===== config.mk =====
export PLATFORM = sky130hd
export DESIGN_NAME = ooo_core
export DESIGN_NICKNAME = d
export VERILOG_FILES = /design/src/ooo_isa_pkg.sv /design/src/ooo_uarch_pkg.sv /design/src/alu_unit.sv /design/src/cdb_arbiter.sv /design/src/mult_unit.sv /design/src/ooo_core.sv /design/src/phys_regfile.sv /design/src/rename_unit.sv /design/src/reorder_buffer.sv /design/src/reservation_station.sv
export VERILOG_INCLUDE_DIRS = /design/src
export SDC_FILE = /design/constraint.sdc
export NUM_CORES = 2
export LEC_CHECK = 0
export ABC_AREA = 1
export BUFFER_PORTS_ARGS = -buffer_cell sky130_fd_sc_hd__buf_2
export CELL_PAD_IN_SITES_DETAIL_PLACEMENT = 1
export CELL_PAD_IN_SITES_GLOBAL_PLACEMENT = 1
export CORE_MARGIN = 5
export CORE_UTILIZATION = 45
export CTS_CLUSTER_DIAMETER = 30
export CTS_CLUSTER_SIZE = 20
export DETAILED_ROUTE_END_ITERATION = 7
export GPL_TIMING_DRIVEN = 0
export PLACE_DENSITY_LB_ADDON = 0.1
export SETUP_SLACK_MARGIN = 0.2
export SLEW_MARGIN = 0
export SYNTH_ARGS = -nofsm -noshare
export SYNTH_HDL_FRONTEND = slang
export SYNTH_HIERARCHICAL = 1
export SYNTH_SLANG_ARGS = --single-unit

===== constraint.sdc =====
create_clock -name clock -period 10.8 [get_ports clock]
set_input_delay 0.54 -clock clock [delete_from_list [all_inputs] [get_ports clock]]
set_output_delay 0.54 -clock clock [all_outputs]
set_load 0.05 [all_outputs]

===== src/ooo_config.svh =====
/*
  sizing for the renaming core slice
  included by both packages and by every module that sizes its arrays
*/
`ifndef OOO_CONFIG_SVH
`define OOO_CONFIG_SVH

// architectural registers r0..r7
`define OOO_ARCH_REGS 8

// physical registers, the arch set plus rename headroom
`define OOO_PHYS_REGS 16

// rob depth, also the rs slot count and the dispatch credit count
`define OOO_ROB_DEPTH 8

// datapath width, also the multiplier step count
`define OOO_DATA_W 32

`endif


===== src/ooo_isa_pkg.sv =====
/*
  instruction-set types seen at the dispatch and commit ports
  referenced by scoped name, ooo_isa_pkg::word_t and so on
*/
`include "ooo_config.svh"

package ooo_isa_pkg;

  // opcode field, 2 bits
  typedef enum logic [1:0] {
    ADD = 2'b00,  // rd = rs1 + rs2
    SUB = 2'b01,  // rd = rs1 - rs2
    MUL = 2'b10,  // rd = low word of rs1 * rs2
    LI  = 2'b11   // rd = imm
  } op_e;

  // architectural register index
  typedef logic [$clog2(`OOO_ARCH_REGS)-1:0] arch_reg_t;

  typedef logic [`OOO_DATA_W-1:0] word_t;  // register and bus value

endpackage


===== src/ooo_uarch_pkg.sv =====
/*
  microarchitecture types: rename tags, rob slots, unit states
  referenced by scoped name from the core blocks
*/
`include "ooo_config.svh"

package ooo_uarch_pkg;

  // physical register tag, also the name a result carries on the bus
  typedef logic [$clog2(`OOO_PHYS_REGS)-1:0] phys_tag_t;

  // reorder buffer slot
  typedef logic [$clog2(`OOO_ROB_DEPTH)-1:0] rob_idx_t;

  // iterative multiplier sequencing
  typedef enum logic [1:0] {
    IDLE = 2'b00,  // free, waiting for issue
    BUSY = 2'b01,  // shift-add steps running
    DONE = 2'b10   // result held, bus requested
  } mult_state_e;

endpackage


===== src/alu_unit.sv =====
/*
  single-cycle alu for ADD, SUB and LI
  result is held with req high until the bus grants it
*/
`timescale 1ns/100ps

module alu_unit (
  input  logic                     clock,
  input  logic                     reset,
  input  logic                     issue_valid,
  input  ooo_isa_pkg::op_e         op,
  input  ooo_isa_pkg::word_t       a,
  input  ooo_isa_pkg::word_t       b,
  input  ooo_uarch_pkg::phys_tag_t tag,
  input  ooo_uarch_pkg::rob_idx_t  rob,
  input  logic                     grant,
  output logic                     req,
  output ooo_uarch_pkg::phys_tag_t res_tag,
  output ooo_uarch_pkg::rob_idx_t  res_rob,
  output ooo_isa_pkg::word_t       res_data,
  output logic                     credit
);

  assign credit = req & grant;  // slot freed as the result leaves

  always_ff @(posedge clock) begin
    if (reset) req <= 1'b0;
    else if (issue_valid) req <= 1'b1;  // request one cycle after issue
    else if (grant) req <= 1'b0;
  end

  always_ff @(posedge clock) begin
    if (issue_valid) begin
      res_tag <= tag;
      res_rob <= rob;
      case (op)
        ooo_isa_pkg::ADD: res_data <= a + b;
        ooo_isa_pkg::SUB: res_data <= a - b;
        default:          res_data <= a;  // LI passes the immediate
      endcase
    end
  end

endmodule


===== src/cdb_arbiter.sv =====
/*
  common data bus arbiter and driver
  multiplier wins by default; the alu jumps ahead after repeated losses
*/
`timescale 1ns/100ps

module cdb_arbiter (
  input  logic                     clock,
  input  logic                     reset,
  input  logic                     alu_req,
  input  logic                     mult_req,
  input  ooo_uarch_pkg::phys_tag_t alu_tag,
  input  ooo_uarch_pkg::phys_tag_t mult_tag,
  input  ooo_uarch_pkg::rob_idx_t  alu_rob,
  input  ooo_uarch_pkg::rob_idx_t  mult_rob,
  input  ooo_isa_pkg::word_t       alu_data,
  input  ooo_isa_pkg::word_t       mult_data,
  output logic                     alu_grant,
  output logic                     mult_grant,
  output logic                     cdb_valid,
  output ooo_uarch_pkg::phys_tag_t cdb_tag,
  output ooo_uarch_pkg::rob_idx_t  cdb_rob,
  output ooo_isa_pkg::word_t       cdb_data
);

  localparam logic [2:0] MAX_LOSSES = 3'd4;

  logic [2:0] alu_losses;  // consecutive cycles the alu asked and lost

  assign alu_grant  = alu_req && (!mult_req || alu_losses == MAX_LOSSES);
  assign mult_grant = mult_req && !alu_grant;

  // bus is live only in the granted cycle
  assign cdb_valid = alu_grant | mult_grant;
  assign cdb_tag   = mult_grant ? mult_tag  : alu_tag;
  assign cdb_rob   = mult_grant ? mult_rob  : alu_rob;
  assign cdb_data  = mult_grant ? mult_data : alu_data;

  always_ff @(posedge clock) begin
    if (reset || alu_grant) alu_losses <= '0;
    else if (alu_req) alu_losses <= alu_losses + 1'b1;  // stops at 4, granted then
  end

endmodule


===== src/mult_unit.sv =====
/*
  iterative shift-add multiplier, one partial product per cycle
  low word of the product only; req held in DONE until granted
*/
`timescale 1ns/100ps
`include "ooo_config.svh"

module mult_unit (
  input  logic                     clock,
  input  logic                     reset,
  input  logic                     issue_valid,
  input  ooo_isa_pkg::word_t       a,
  input  ooo_isa_pkg::word_t       b,
  input  ooo_uarch_pkg::phys_tag_t tag,
  input  ooo_uarch_pkg::rob_idx_t  rob,
  input  logic                     grant,
  output logic                     req,
  output ooo_uarch_pkg::phys_tag_t res_tag,
  output ooo_uarch_pkg::rob_idx_t  res_rob,
  output ooo_isa_pkg::word_t       res_data,
  output logic                     credit
);

  localparam int              STEP_W = $clog2(`OOO_DATA_W);
  localparam logic [STEP_W-1:0] LAST = STEP_W'(`OOO_DATA_W - 1);

  ooo_uarch_pkg::mult_state_e state;
  logic [STEP_W-1:0]          step;          // steps already taken
  ooo_isa_pkg::word_t         mcand, mplier; // shifted operands

  assign req    = (state == ooo_uarch_pkg::DONE);
  assign credit = req & grant;

  //////////////////////////////////////////////////////////////////////////
  // sequencing: first step at issue, 31 more in BUSY, req on cycle 32
  //////////////////////////////////////////////////////////////////////////
  always_ff @(posedge clock) begin
    if (reset) begin
      state <= ooo_uarch_pkg::IDLE;
      step  <= '0;
    end else begin
      case (state)
        ooo_uarch_pkg::IDLE: if (issue_valid) begin
          state <= ooo_uarch_pkg::BUSY;
          step  <= STEP_W'(1);
        end
        ooo_uarch_pkg::BUSY: begin
          step <= step + 1'b1;
          if (step == LAST) state <= ooo_uarch_pkg::DONE;
        end
        ooo_uarch_pkg::DONE: if (grant) state <= ooo_uarch_pkg::IDLE;
        default: state <= ooo_uarch_pkg::IDLE;
      endcase
    end
  end

  // datapath, res_data is the accumulator
  always_ff @(posedge clock) begin
    if (state == ooo_uarch_pkg::IDLE && issue_valid) begin
      res_tag  <= tag;
      res_rob  <= rob;
      res_data <= b[0] ? a : '0;
      mcand    <= a << 1;
      mplier   <= b >> 1;
    end else if (state == ooo_uarch_pkg::BUSY) begin
      if (mplier[0]) res_data <= res_data + mcand;
      mcand  <= mcand << 1;   // high bits fall off, low word kept
      mplier <= mplier >> 1;
    end
  end

endmodule


===== src/ooo_core.sv =====
/*
  top of the renaming core slice: rename, regfile, rob, rs, two units, bus
  dispatch side runs on credits, one returned per retired instruction
*/
`timescale 1ns/100ps

module ooo_core (
  input  logic                   clock,
  input  logic                   reset,
  input  logic                   in_valid,
  input  ooo_isa_pkg::op_e       in_op,
  input  ooo_isa_pkg::arch_reg_t in_dest,
  input  ooo_isa_pkg::arch_reg_t in_src1,
  input  ooo_isa_pkg::arch_reg_t in_src2,
  input  ooo_isa_pkg::word_t     in_imm,
  output logic                   credit_return,
  output logic                   commit_valid,
  output ooo_isa_pkg::arch_reg_t commit_dest,
  output ooo_isa_pkg::word_t     commit_data
);

  ooo_uarch_pkg::phys_tag_t src1_tag, src2_tag, new_tag, old_tag, retire_old_tag;
  ooo_uarch_pkg::phys_tag_t issue_tag, alu_tag, mult_tag, cdb_tag;
  ooo_uarch_pkg::rob_idx_t  tail_idx, issue_rob, alu_rob, mult_rob, cdb_rob;
  ooo_isa_pkg::word_t       rd1_data, rd2_data, issue_a, issue_b;
  ooo_isa_pkg::word_t       alu_data, mult_data, cdb_data;
  ooo_isa_pkg::op_e         issue_op;
  logic                     rd1_ready, rd2_ready, retire, cdb_valid;
  logic                     issue_alu_valid, issue_mult_valid;
  logic                     alu_req, mult_req, alu_grant, mult_grant;
  logic                     alu_credit, mult_credit;

  // a retirement is both the commit and the returned credit
  assign commit_valid  = retire;
  assign credit_return = retire;

  rename_unit rename_i (
    .clock, .reset, .dispatch(in_valid), .src1(in_src1), .src2(in_src2),
    .dest(in_dest), .retire, .retire_old_tag, .src1_tag, .src2_tag, .new_tag, .old_tag
  );

  phys_regfile prf_i (
    .clock, .reset, .alloc(in_valid), .alloc_tag(new_tag), .rd1_tag(src1_tag),
    .rd2_tag(src2_tag), .cdb_valid, .cdb_tag, .cdb_data,
    .rd1_data, .rd2_data, .rd1_ready, .rd2_ready
  );

  reorder_buffer rob_i (
    .clock, .reset, .dispatch(in_valid), .dest(in_dest), .old_tag, .cdb_valid,
    .cdb_rob, .cdb_data, .tail_idx, .retire, .retire_dest(commit_dest),
    .retire_old_tag, .retire_data(commit_data)
  );

  reservation_station rs_i (
    .clock, .reset, .dispatch(in_valid), .op(in_op), .imm(in_imm), .rob(tail_idx),
    .dest_tag(new_tag), .src1_tag, .src2_tag, .src1_ready(rd1_ready),
    .src2_ready(rd2_ready), .src1_data(rd1_data), .src2_data(rd2_data),
    .cdb_valid, .cdb_tag, .cdb_data, .alu_credit, .mult_credit,
    .issue_alu_valid, .issue_mult_valid, .issue_op, .issue_a, .issue_b,
    .issue_tag, .issue_rob
  );

  alu_unit alu_i (
    .clock, .reset, .issue_valid(issue_alu_valid), .op(issue_op), .a(issue_a),
    .b(issue_b), .tag(issue_tag), .rob(issue_rob), .grant(alu_grant), .req(alu_req),
    .res_tag(alu_tag), .res_rob(alu_rob), .res_data(alu_data), .credit(alu_credit)
  );

  mult_unit mult_i (
    .clock, .reset, .issue_valid(issue_mult_valid), .a(issue_a), .b(issue_b),
    .tag(issue_tag), .rob(issue_rob), .grant(mult_grant), .req(mult_req),
    .res_tag(mult_tag), .res_rob(mult_rob), .res_data(mult_data), .credit(mult_credit)
  );

  cdb_arbiter cdb_i (
    .clock, .reset, .alu_req, .mult_req, .alu_tag, .mult_tag, .alu_rob, .mult_rob,
    .alu_data, .mult_data, .alu_grant, .mult_grant, .cdb_valid, .cdb_tag, .cdb_rob,
    .cdb_data
  );

endmodule


===== src/phys_regfile.sv =====
/*
  physical register file with one ready bit per tag
  written from the result bus, read twice at dispatch with bus bypass
*/
`timescale 1ns/100ps
`include "ooo_config.svh"

module phys_regfile (
  input  logic                     clock,
  input  logic                     reset,
  input  logic                     alloc,
  input  ooo_uarch_pkg::phys_tag_t alloc_tag,
  input  ooo_uarch_pkg::phys_tag_t rd1_tag,
  input  ooo_uarch_pkg::phys_tag_t rd2_tag,
  input  logic                     cdb_valid,
  input  ooo_uarch_pkg::phys_tag_t cdb_tag,
  input  ooo_isa_pkg::word_t       cdb_data,
  output ooo_isa_pkg::word_t       rd1_data,
  output ooo_isa_pkg::word_t       rd2_data,
  output logic                     rd1_ready,
  output logic                     rd2_ready
);

  ooo_isa_pkg::word_t        vals  [`OOO_PHYS_REGS];
  logic [`OOO_PHYS_REGS-1:0] ready;
  logic                      hit1, hit2;  // bus writing the tag being read

  assign hit1 = cdb_valid && (cdb_tag == rd1_tag);
  assign hit2 = cdb_valid && (cdb_tag == rd2_tag);

  assign rd1_data  = hit1 ? cdb_data : vals[rd1_tag];
  assign rd2_data  = hit2 ? cdb_data : vals[rd2_tag];
  assign rd1_ready = hit1 | ready[rd1_tag];
  assign rd2_ready = hit2 | ready[rd2_tag];

  always_ff @(posedge clock) begin
    if (reset) begin
      // arch state starts as all zero, every tag valid
      for (int t = 0; t < `OOO_PHYS_REGS; t++) begin
        vals[t] <= '0;
      end
      ready <= '1;
    end else begin
      if (alloc) ready[alloc_tag] <= 1'b0;  // new producer pending
      if (cdb_valid) begin
        vals[cdb_tag]  <= cdb_data;
        ready[cdb_tag] <= 1'b1;
      end
    end
  end

endmodule


===== src/rename_unit.sv =====
/*
  register rename stage: speculative map table plus free-list FIFO
  one dispatch and one retire per cycle, both may land in the same cycle
*/
`timescale 1ns/100ps
`include "ooo_config.svh"

module rename_unit (
  input  logic                     clock,
  input  logic                     reset,
  input  logic                     dispatch,
  input  ooo_isa_pkg::arch_reg_t   src1,
  input  ooo_isa_pkg::arch_reg_t   src2,
  input  ooo_isa_pkg::arch_reg_t   dest,
  input  logic                     retire,
  input  ooo_uarch_pkg::phys_tag_t retire_old_tag,
  output ooo_uarch_pkg::phys_tag_t src1_tag,
  output ooo_uarch_pkg::phys_tag_t src2_tag,
  output ooo_uarch_pkg::phys_tag_t new_tag,
  output ooo_uarch_pkg::phys_tag_t old_tag
);

  localparam int FREE_N = `OOO_PHYS_REGS - `OOO_ARCH_REGS;  // tags not mapped at reset
  localparam int PTR_W  = $clog2(FREE_N);

  ooo_uarch_pkg::phys_tag_t map_q  [`OOO_ARCH_REGS];  // arch reg -> newest tag
  ooo_uarch_pkg::phys_tag_t free_q [FREE_N];          // circular free list
  logic [PTR_W-1:0]         fl_head;                  // next tag handed out
  logic [PTR_W-1:0]         fl_tail;                  // where a freed tag lands

  // lookups read the registered map, which already holds last cycle's rename
  assign src1_tag = map_q[src1];
  assign src2_tag = map_q[src2];
  assign old_tag  = map_q[dest];   // goes to the rob, freed at retire
  assign new_tag  = free_q[fl_head];

  //////////////////////////////////////////////////////////////////////////
  // map table and free list
  //////////////////////////////////////////////////////////////////////////
  always_ff @(posedge clock) begin
    if (reset) begin
      for (int r = 0; r < `OOO_ARCH_REGS; r++) begin
        map_q[r] <= ooo_uarch_pkg::phys_tag_t'(r);  // identity map
      end
      for (int i = 0; i < FREE_N; i++) begin
        free_q[i] <= ooo_uarch_pkg::phys_tag_t'(`OOO_ARCH_REGS + i);  // tags 8..15
      end
      fl_head <= '0;
      fl_tail <= '0;  // head == tail with all slots filled, list full
    end else begin
      if (dispatch) begin
        map_q[dest] <= free_q[fl_head];  // pop and remap
        fl_head     <= fl_head + 1'b1;
      end
      // credits cap in-flight work, so a push never overruns the head
      if (retire) begin
        free_q[fl_tail] <= retire_old_tag;
        fl_tail         <= fl_tail + 1'b1;
      end
    end
  end

endmodule


===== src/reorder_buffer.sv =====
/*
  reorder buffer: circular, filled at the tail by dispatch, drained in order
  the retire pulse doubles as commit strobe and dispatch credit
*/
`timescale 1ns/100ps
`include "ooo_config.svh"

module reorder_buffer (
  input  logic                     clock,
  input  logic                     reset,
  input  logic                     dispatch,
  input  ooo_isa_pkg::arch_reg_t   dest,
  input  ooo_uarch_pkg::phys_tag_t old_tag,
  input  logic                     cdb_valid,
  input  ooo_uarch_pkg::rob_idx_t  cdb_rob,
  input  ooo_isa_pkg::word_t       cdb_data,
  output ooo_uarch_pkg::rob_idx_t  tail_idx,
  output logic                     retire,
  output ooo_isa_pkg::arch_reg_t   retire_dest,
  output ooo_uarch_pkg::phys_tag_t retire_old_tag,
  output ooo_isa_pkg::word_t       retire_data
);

  localparam int N = `OOO_ROB_DEPTH;

  logic [N-1:0]             valid;  // slot holds an instruction
  logic [N-1:0]             done;   // result seen on the bus
  ooo_isa_pkg::arch_reg_t   ent_dest [N];
  ooo_uarch_pkg::phys_tag_t ent_old  [N];
  ooo_isa_pkg::word_t       ent_data [N];
  ooo_uarch_pkg::rob_idx_t  head, tail;

  assign tail_idx = tail;

  // retire the head once complete, one per cycle
  assign retire         = valid[head] & done[head];
  assign retire_dest    = ent_dest[head];
  assign retire_old_tag = ent_old[head];
  assign retire_data    = ent_data[head];

  //////////////////////////////////////////////////////////////////////////
  // pointers and status bits
  //////////////////////////////////////////////////////////////////////////
  always_ff @(posedge clock) begin
    if (reset) begin
      valid <= '0;
      done  <= '0;
      head  <= '0;
      tail  <= '0;
    end else begin
      if (cdb_valid) done[cdb_rob] <= 1'b1;
      if (retire) begin
        valid[head] <= 1'b0;
        head        <= head + 1'b1;  // depth is a power of two, wraps
      end
      // no dispatch while full, credits see to that
      if (dispatch) begin
        valid[tail] <= 1'b1;
        done[tail]  <= 1'b0;
        tail        <= tail + 1'b1;
      end
    end
  end

  // entry payload
  always_ff @(posedge clock) begin
    if (dispatch) begin
      ent_dest[tail] <= dest;
      ent_old[tail]  <= old_tag;
    end
    if (cdb_valid) ent_data[cdb_rob] <= cdb_data;  // kept for commit
  end

endmodule


===== src/reservation_station.sv =====
/*
  unified reservation station in front of the alu and the multiplier
  slots snoop the bus; the oldest ready slot issues when its unit holds a credit
*/
`timescale 1ns/100ps
`include "ooo_config.svh"

module reservation_station (
  input  logic                     clock,
  input  logic                     reset,
  input  logic                     dispatch,
  input  ooo_isa_pkg::op_e         op,
  input  ooo_isa_pkg::word_t       imm,
  input  ooo_uarch_pkg::rob_idx_t  rob,
  input  ooo_uarch_pkg::phys_tag_t dest_tag,
  input  ooo_uarch_pkg::phys_tag_t src1_tag,
  input  ooo_uarch_pkg::phys_tag_t src2_tag,
  input  logic                     src1_ready,
  input  logic                     src2_ready,
  input  ooo_isa_pkg::word_t       src1_data,
  input  ooo_isa_pkg::word_t       src2_data,
  input  logic                     cdb_valid,
  input  ooo_uarch_pkg::phys_tag_t cdb_tag,
  input  ooo_isa_pkg::word_t       cdb_data,
  input  logic                     alu_credit,
  input  logic                     mult_credit,
  output logic                     issue_alu_valid,
  output logic                     issue_mult_valid,
  output ooo_isa_pkg::op_e         issue_op,
  output ooo_isa_pkg::word_t       issue_a,
  output ooo_isa_pkg::word_t       issue_b,
  output ooo_uarch_pkg::phys_tag_t issue_tag,
  output ooo_uarch_pkg::rob_idx_t  issue_rob
);

  localparam int N     = `OOO_ROB_DEPTH;  // never more slots than rob entries
  localparam int IDX_W = $clog2(N);

  logic [N-1:0]             busy, a_rdy, b_rdy;
  ooo_isa_pkg::op_e         s_op   [N];
  ooo_uarch_pkg::phys_tag_t s_dest [N], a_tag [N], b_tag [N];
  ooo_uarch_pkg::rob_idx_t  s_rob  [N];
  ooo_isa_pkg::word_t       a_val  [N], b_val [N];
  logic [IDX_W-1:0]         age    [N];  // dispatches seen since entry, larger is older
  logic [1:0]               alu_cred, mult_cred;

  logic                     found, d_a_rdy, d_b_rdy;
  logic [IDX_W-1:0]         sel, best_age, free_slot;
  ooo_isa_pkg::word_t       d_a, d_b;

  //////////////////////////////////////////////////////////////////////////
  // select: oldest slot with both operands and a credit for its unit
  //////////////////////////////////////////////////////////////////////////
  always_comb begin
    found    = 1'b0;
    sel      = '0;
    best_age = '0;
    for (int i = 0; i < N; i++) begin
      if (busy[i] && a_rdy[i] && b_rdy[i] &&
          ((s_op[i] == ooo_isa_pkg::MUL) ? (mult_cred != 2'd0) : (alu_cred != 2'd0)) &&
          (!found || age[i] > best_age)) begin
        found    = 1'b1;
        sel      = IDX_W'(i);
        best_age = age[i];
      end
    end
  end

  assign issue_mult_valid = found && (s_op[sel] == ooo_isa_pkg::MUL);
  assign issue_alu_valid  = found && (s_op[sel] != ooo_isa_pkg::MUL);
  assign issue_op  = s_op[sel];
  assign issue_a   = a_val[sel];
  assign issue_b   = b_val[sel];
  assign issue_tag = s_dest[sel];
  assign issue_rob = s_rob[sel];

  // lowest empty slot for dispatch
  always_comb begin
    free_slot = '0;
    for (int i = N - 1; i >= 0; i--) begin
      if (!busy[i]) free_slot = IDX_W'(i);
    end
  end

  // operands at dispatch, bus snooped in the same cycle
  always_comb begin
    if (op == ooo_isa_pkg::LI) begin
      d_a_rdy = 1'b1;  // immediate rides as operand a
      d_a     = imm;
      d_b_rdy = 1'b1;
      d_b     = '0;
    end else begin
      d_a_rdy = src1_ready || (cdb_valid && cdb_tag == src1_tag);
      d_a     = src1_ready ? src1_data : cdb_data;
      d_b_rdy = src2_ready || (cdb_valid && cdb_tag == src2_tag);
      d_b     = src2_ready ? src2_data : cdb_data;
    end
  end

  // occupancy and per-unit credits, one credit each out of reset
  always_ff @(posedge clock) begin
    if (reset) begin
      busy      <= '0;
      alu_cred  <= 2'd1;
      mult_cred <= 2'd1;
    end else begin
      if (found) busy[sel] <= 1'b0;
      if (dispatch) busy[free_slot] <= 1'b1;
      alu_cred  <= alu_cred + 2'(alu_credit) - 2'(issue_alu_valid);
      mult_cred <= mult_cred + 2'(mult_credit) - 2'(issue_mult_valid);
    end
  end

  // slot payload, operand capture and aging
  always_ff @(posedge clock) begin
    for (int i = 0; i < N; i++) begin
      if (busy[i] && cdb_valid && !a_rdy[i] && a_tag[i] == cdb_tag) begin
        a_rdy[i] <= 1'b1;
        a_val[i] <= cdb_data;
      end
      if (busy[i] && cdb_valid && !b_rdy[i] && b_tag[i] == cdb_tag) begin
        b_rdy[i] <= 1'b1;
        b_val[i] <= cdb_data;
      end
      if (dispatch && busy[i]) age[i] <= age[i] + 1'b1;
    end
    if (dispatch) begin
      s_op[free_slot]   <= op;
      s_dest[free_slot] <= dest_tag;
      s_rob[free_slot]  <= rob;
      a_tag[free_slot]  <= src1_tag;
      b_tag[free_slot]  <= src2_tag;
      a_rdy[free_slot]  <= d_a_rdy;
      b_rdy[free_slot]  <= d_b_rdy;
      a_val[free_slot]  <= d_a;
      b_val[free_slot]  <= d_b;
      age[free_slot]    <= '0;  // youngest
    end
  end

endmodule


==> impl_metrics.csv <==
group,metric,value,unit
status,status,"complete, but fails checks",
status,violations,"design-rule violations, max-capacitance violations, max-slew violations, negative setup slack",
global_route,grt_pass1_vias,96000,
place,gp_congestion,0.992,
cts,root_buffer,"clkbuf_16",
routing,detail_route.wl_per_cell,34.2,um
timing,rsz0062_at_grt,"yes",
global_route,grt_max_degree,63,
critical_path,worstSetupStartpointType,"register",
critical_path,crit_path_frequent_cell,"nand2_2",
final_layout,nNetsFinal,11800,
logic_synthesis,synth-main-ff-cell,"edfxtp_1",
floorplan,die_area,218000,um2
critical_path,crit_type,"register to register",
logic_synthesis,syn_area_per_cell,8.71,um2
logic_synthesis,ys_ff_latch,1789,
critical_path,crit_path_max_fanout,10,
critical_path,endpoint_kind,"register",
global_route,track_usage,43.6,%
cts,cts_tree,"done",
power,powerDensity,258,nW/um2
logic_synthesis,synth_nets,10900,
worst_hold_path,hp-class,"primary input to register",
power,switching_share,34.9,%
timing,whs,0.162,ns
final_layout,syn_to_final_growth,27.9,%
floorplan,die_w,467,um
timing,fin_skew,0.126,ns
routing,routed_wl,507000,um
power,internal_power,20.1,mW
power,switchingPower,10.8,mW
logic_synthesis,synth.distinct_cells,59,
timing,max_slew_margin,-12.9,%
global_route,grt_pass1_wl,681000,um
timing,finalSetupViolCount,263,
timing,worst_slew_pin_slew,1.69,ns
global_route,overflow,0,
logic_synthesis,async_reset_ff_share,0,%
timing,slew_viol_final,58,
cts,clk_latency,1.02,ns
logic_synthesis,yosys_warnings,6,
floorplan,io_pins,83,
routing,drtIter0Drc,14300,
logic_synthesis,netlist_area,93800,um2
cts,clk_pin_slew,0.05,ns
logic_synthesis,netlist_instances,10800,
routing,via_count,96700,
routing,dr.pass1.iters,8,
power,comb_power_share,29.1,%
logic_synthesis,synth-edff-count,1676,
routing,drc,2,
power,p_clk_share,43.2,%
timing,hold_viol,0,
routing,via_per_inst,6.51,
cts,cts_htree_levels,5,
timing,period_share,114,%
floorplan,rows,167,
critical_path,critical_path_arrival,12.92,ns
power,seqPwrFrac,27.7,%
cts,cts_buffer_depth,4,
timing,max_freq,81.4,MHz
place,preCtsSetupSlack,-3.32,ns
floorplan,coreArea,207000,um2
critical_path,cp_slowest_cell,"edfxtp_1",
timing,min_period,12.28,ns
floorplan,die_h,467,um
power,power.leakage,49.3,nW
critical_path,max_stage_delay,0.45,ns
cts,cts.sinks,1789,
logic_synthesis,yosysSeqAreaShare,56.1,%
place,post-dp-hpwl,328000,um
global_route,antenna_found_initial,31,
floorplan,initial_core_util,45.3,%
final_layout,layout-drive-gt1-share,18.1,%
power,max-vdd-ir-drop,0.000222,V
flow_run,max_cap_viol_count,8,
place,io_buffers,80,
cts,numCtsBuffers,449,
critical_path,cp_data_required_time,11.44,ns
timing,layout_setup_ws,-1.48,ns
routing,ant_nets,0,
[sequential cells by signal (all words and copies together) (netlist names), 32 cells and up, named ones only]
signal and flops:
alu_i/res_data 32, mult_i/res_data 32, prf_i/vals 512, rename_i/free_q 32, rename_i/map_q 32, rob_i/ent_data 256
rob_i/ent_old 32, rs_i/a_tag 32, rs_i/a_val 256, rs_i/b_tag 32, rs_i/b_val 256, rs_i/s_dest 32
[repair_timing]
action	CTS	global route
gates cloned	3	6
gates resized for setup	491	429
pin swaps	218	232
buffers inserted	197	84
endpoints found under the hold margin	40	0
setup endpoints to repair	279	277
hold buffers	5	0
[per-stage QoR]
stage / power (mW) / cells / util [%] / instance area, um2 / setup TNS, ns
after floorplan: 12.2 / 10800 / - / 93800 / 0
after global placement: 14.8 / 13600 / 47.1 / 97700 / -780.32
after detailed placement: 15.0 / 13700 / 47.8 / 99100 / -415.48
after CTS: 29.3 / 14700 / 56.6 / 117000 / -6.69
after global routing: 31.5 / 14800 / 57.8 / 120000 / -149.12
final: 30.9 / 14800 / 57.9 / 120000 / -86.72
[routing by layer]
| metal | share of wire, % | global-route usage (%) | wire (um) | vias up |
|---|---|---|---|---|
| met2 | 42 | 64.4 | 213000 | 8042 |
| met3 | 14 | 14.8 | 71600 | 2377 |
| li1 | - | - | - | 38500 |
| met5 | 0.0043 | 0.791 | 22 | - |
| met4 | 9.3 | 31.6 | 47300 | 4 |
| met1 | 35 | 53.2 | 175000 | 47800 |
[cells in the final DEF (no fill, tap or decap), drive strengths merged, types with 4 or more instances in the layout]
cell type    count
clkbuf         831
xnor2           38
nand3         1100
o31ai            5
xor2            67
o41ai            5
a21o             4
edfxtp        1676
o21bai          99
nor2          1182
o22ai           60
nand3b          11
clkinv         178
nor3            29
nor4             6
a21oi          128
clkinvlp        31
buf            860
diode           29
ha             103
nand2         3308
dlygate4sd3      5
bufinv          63
and2             7
or2             73
o2111ai          4
o211ai         107
dfxtp          113
nand4          141
o21ai         1024
inv            676
o32ai           80
[worst paths after layout]
check	startpoint	endpoint	slack [ns]	cells past startpoint
worst max-delay path	rs_i/s_op[0][1]$_DFFE_PP_	alu_i/res_data[14]$_DFFE_PP_	-1.48	86
worst min-delay path	in_imm[19]	rs_i/a_val[4][19]$_DFFE_PP_	0.16	3
worst max register to register	rs_i/s_op[0][1]$_DFFE_PP_	alu_i/res_data[14]$_DFFE_PP_	-1.48	86
worst min register to register	rob_i/valid[1]$_SDFF_PP0_	rob_i/valid[1]$_SDFF_PP0_	0.46	2
[synth_stat cells (all sizes together) (103+ instances only)]
cell	count	area, um2
nand2	3304	12600
edfxtp	1676	50300
nor2	1182	4510
nand3	1100	5590
o21ai	1024	5140
inv	669	2520
buf	418	2230
clkbuf	292	1110
nand4	141	882
a21oi	128	656
dfxtp	113	2260
o211ai	107	803
ha	103	1290
[cell type report]
cell class                 count  area (um2)
clock buffer                 537       11800
timing repair buffer         450        4160
timing repair inverter         2        25.0
clock inverter               273        3010
multi-input combinational   7599       38300
antenna                       29        72.6
tap                         2788        3490
fill                       23300       87300
inverter                     673        2630
buffer                       709        3900
sequential                  1789       52600
[cells by family (layout without fill, tap and decap cells)]
family / count (synthesis) / count (layout) / share of synthesized area (%)
AO/OA/AOI/OAI: 1527 / 1527 / 9.22
buffers and inverters: 1383 / 2644 / 6.26
adder cells (fa/ha/maj): 105 / 105 / 1.42
other: 0 / 29 / 0
flip-flops: 1789 / 1789 / 56.1
multiplexers: 2 / 2 / 0.0240
AND/OR/NAND/NOR: 5856 / 5860 / 26.0
XOR/XNOR: 105 / 105 / 0.980
[power groups by stage]
| stage | Sequential [mW] | Combinational (mW) | Clock, mW |
|---|---|---|---|
| 2_1_floorplan | 8.57 | 3.65 | 0 |
| 3_3_place_gp | 8.65 | 6.11 | 0 |
| 3_5_place_dp | 8.64 | 6.37 | 0 |
| 4_1_cts | 8.53 | 7.44 | 13.3 |
| 5_1_grt | 8.57 | 9.20 | 13.8 |
| 6_report | 8.55 | 9.00 | 13.4 |
[worst max-delay path: cells and delay by family, from the launching register on]
kind / cells / cell delay (ns)
simple gates: 47 / 5.26
compound gates: 18 / 2.31
fa+ha+maj: 8 / 2.16
buf+inv: 12 / 1.41
flops: 1 / 0.45
xor+xnor: 1 / 0.23
(Power assumes the default switching activity.)
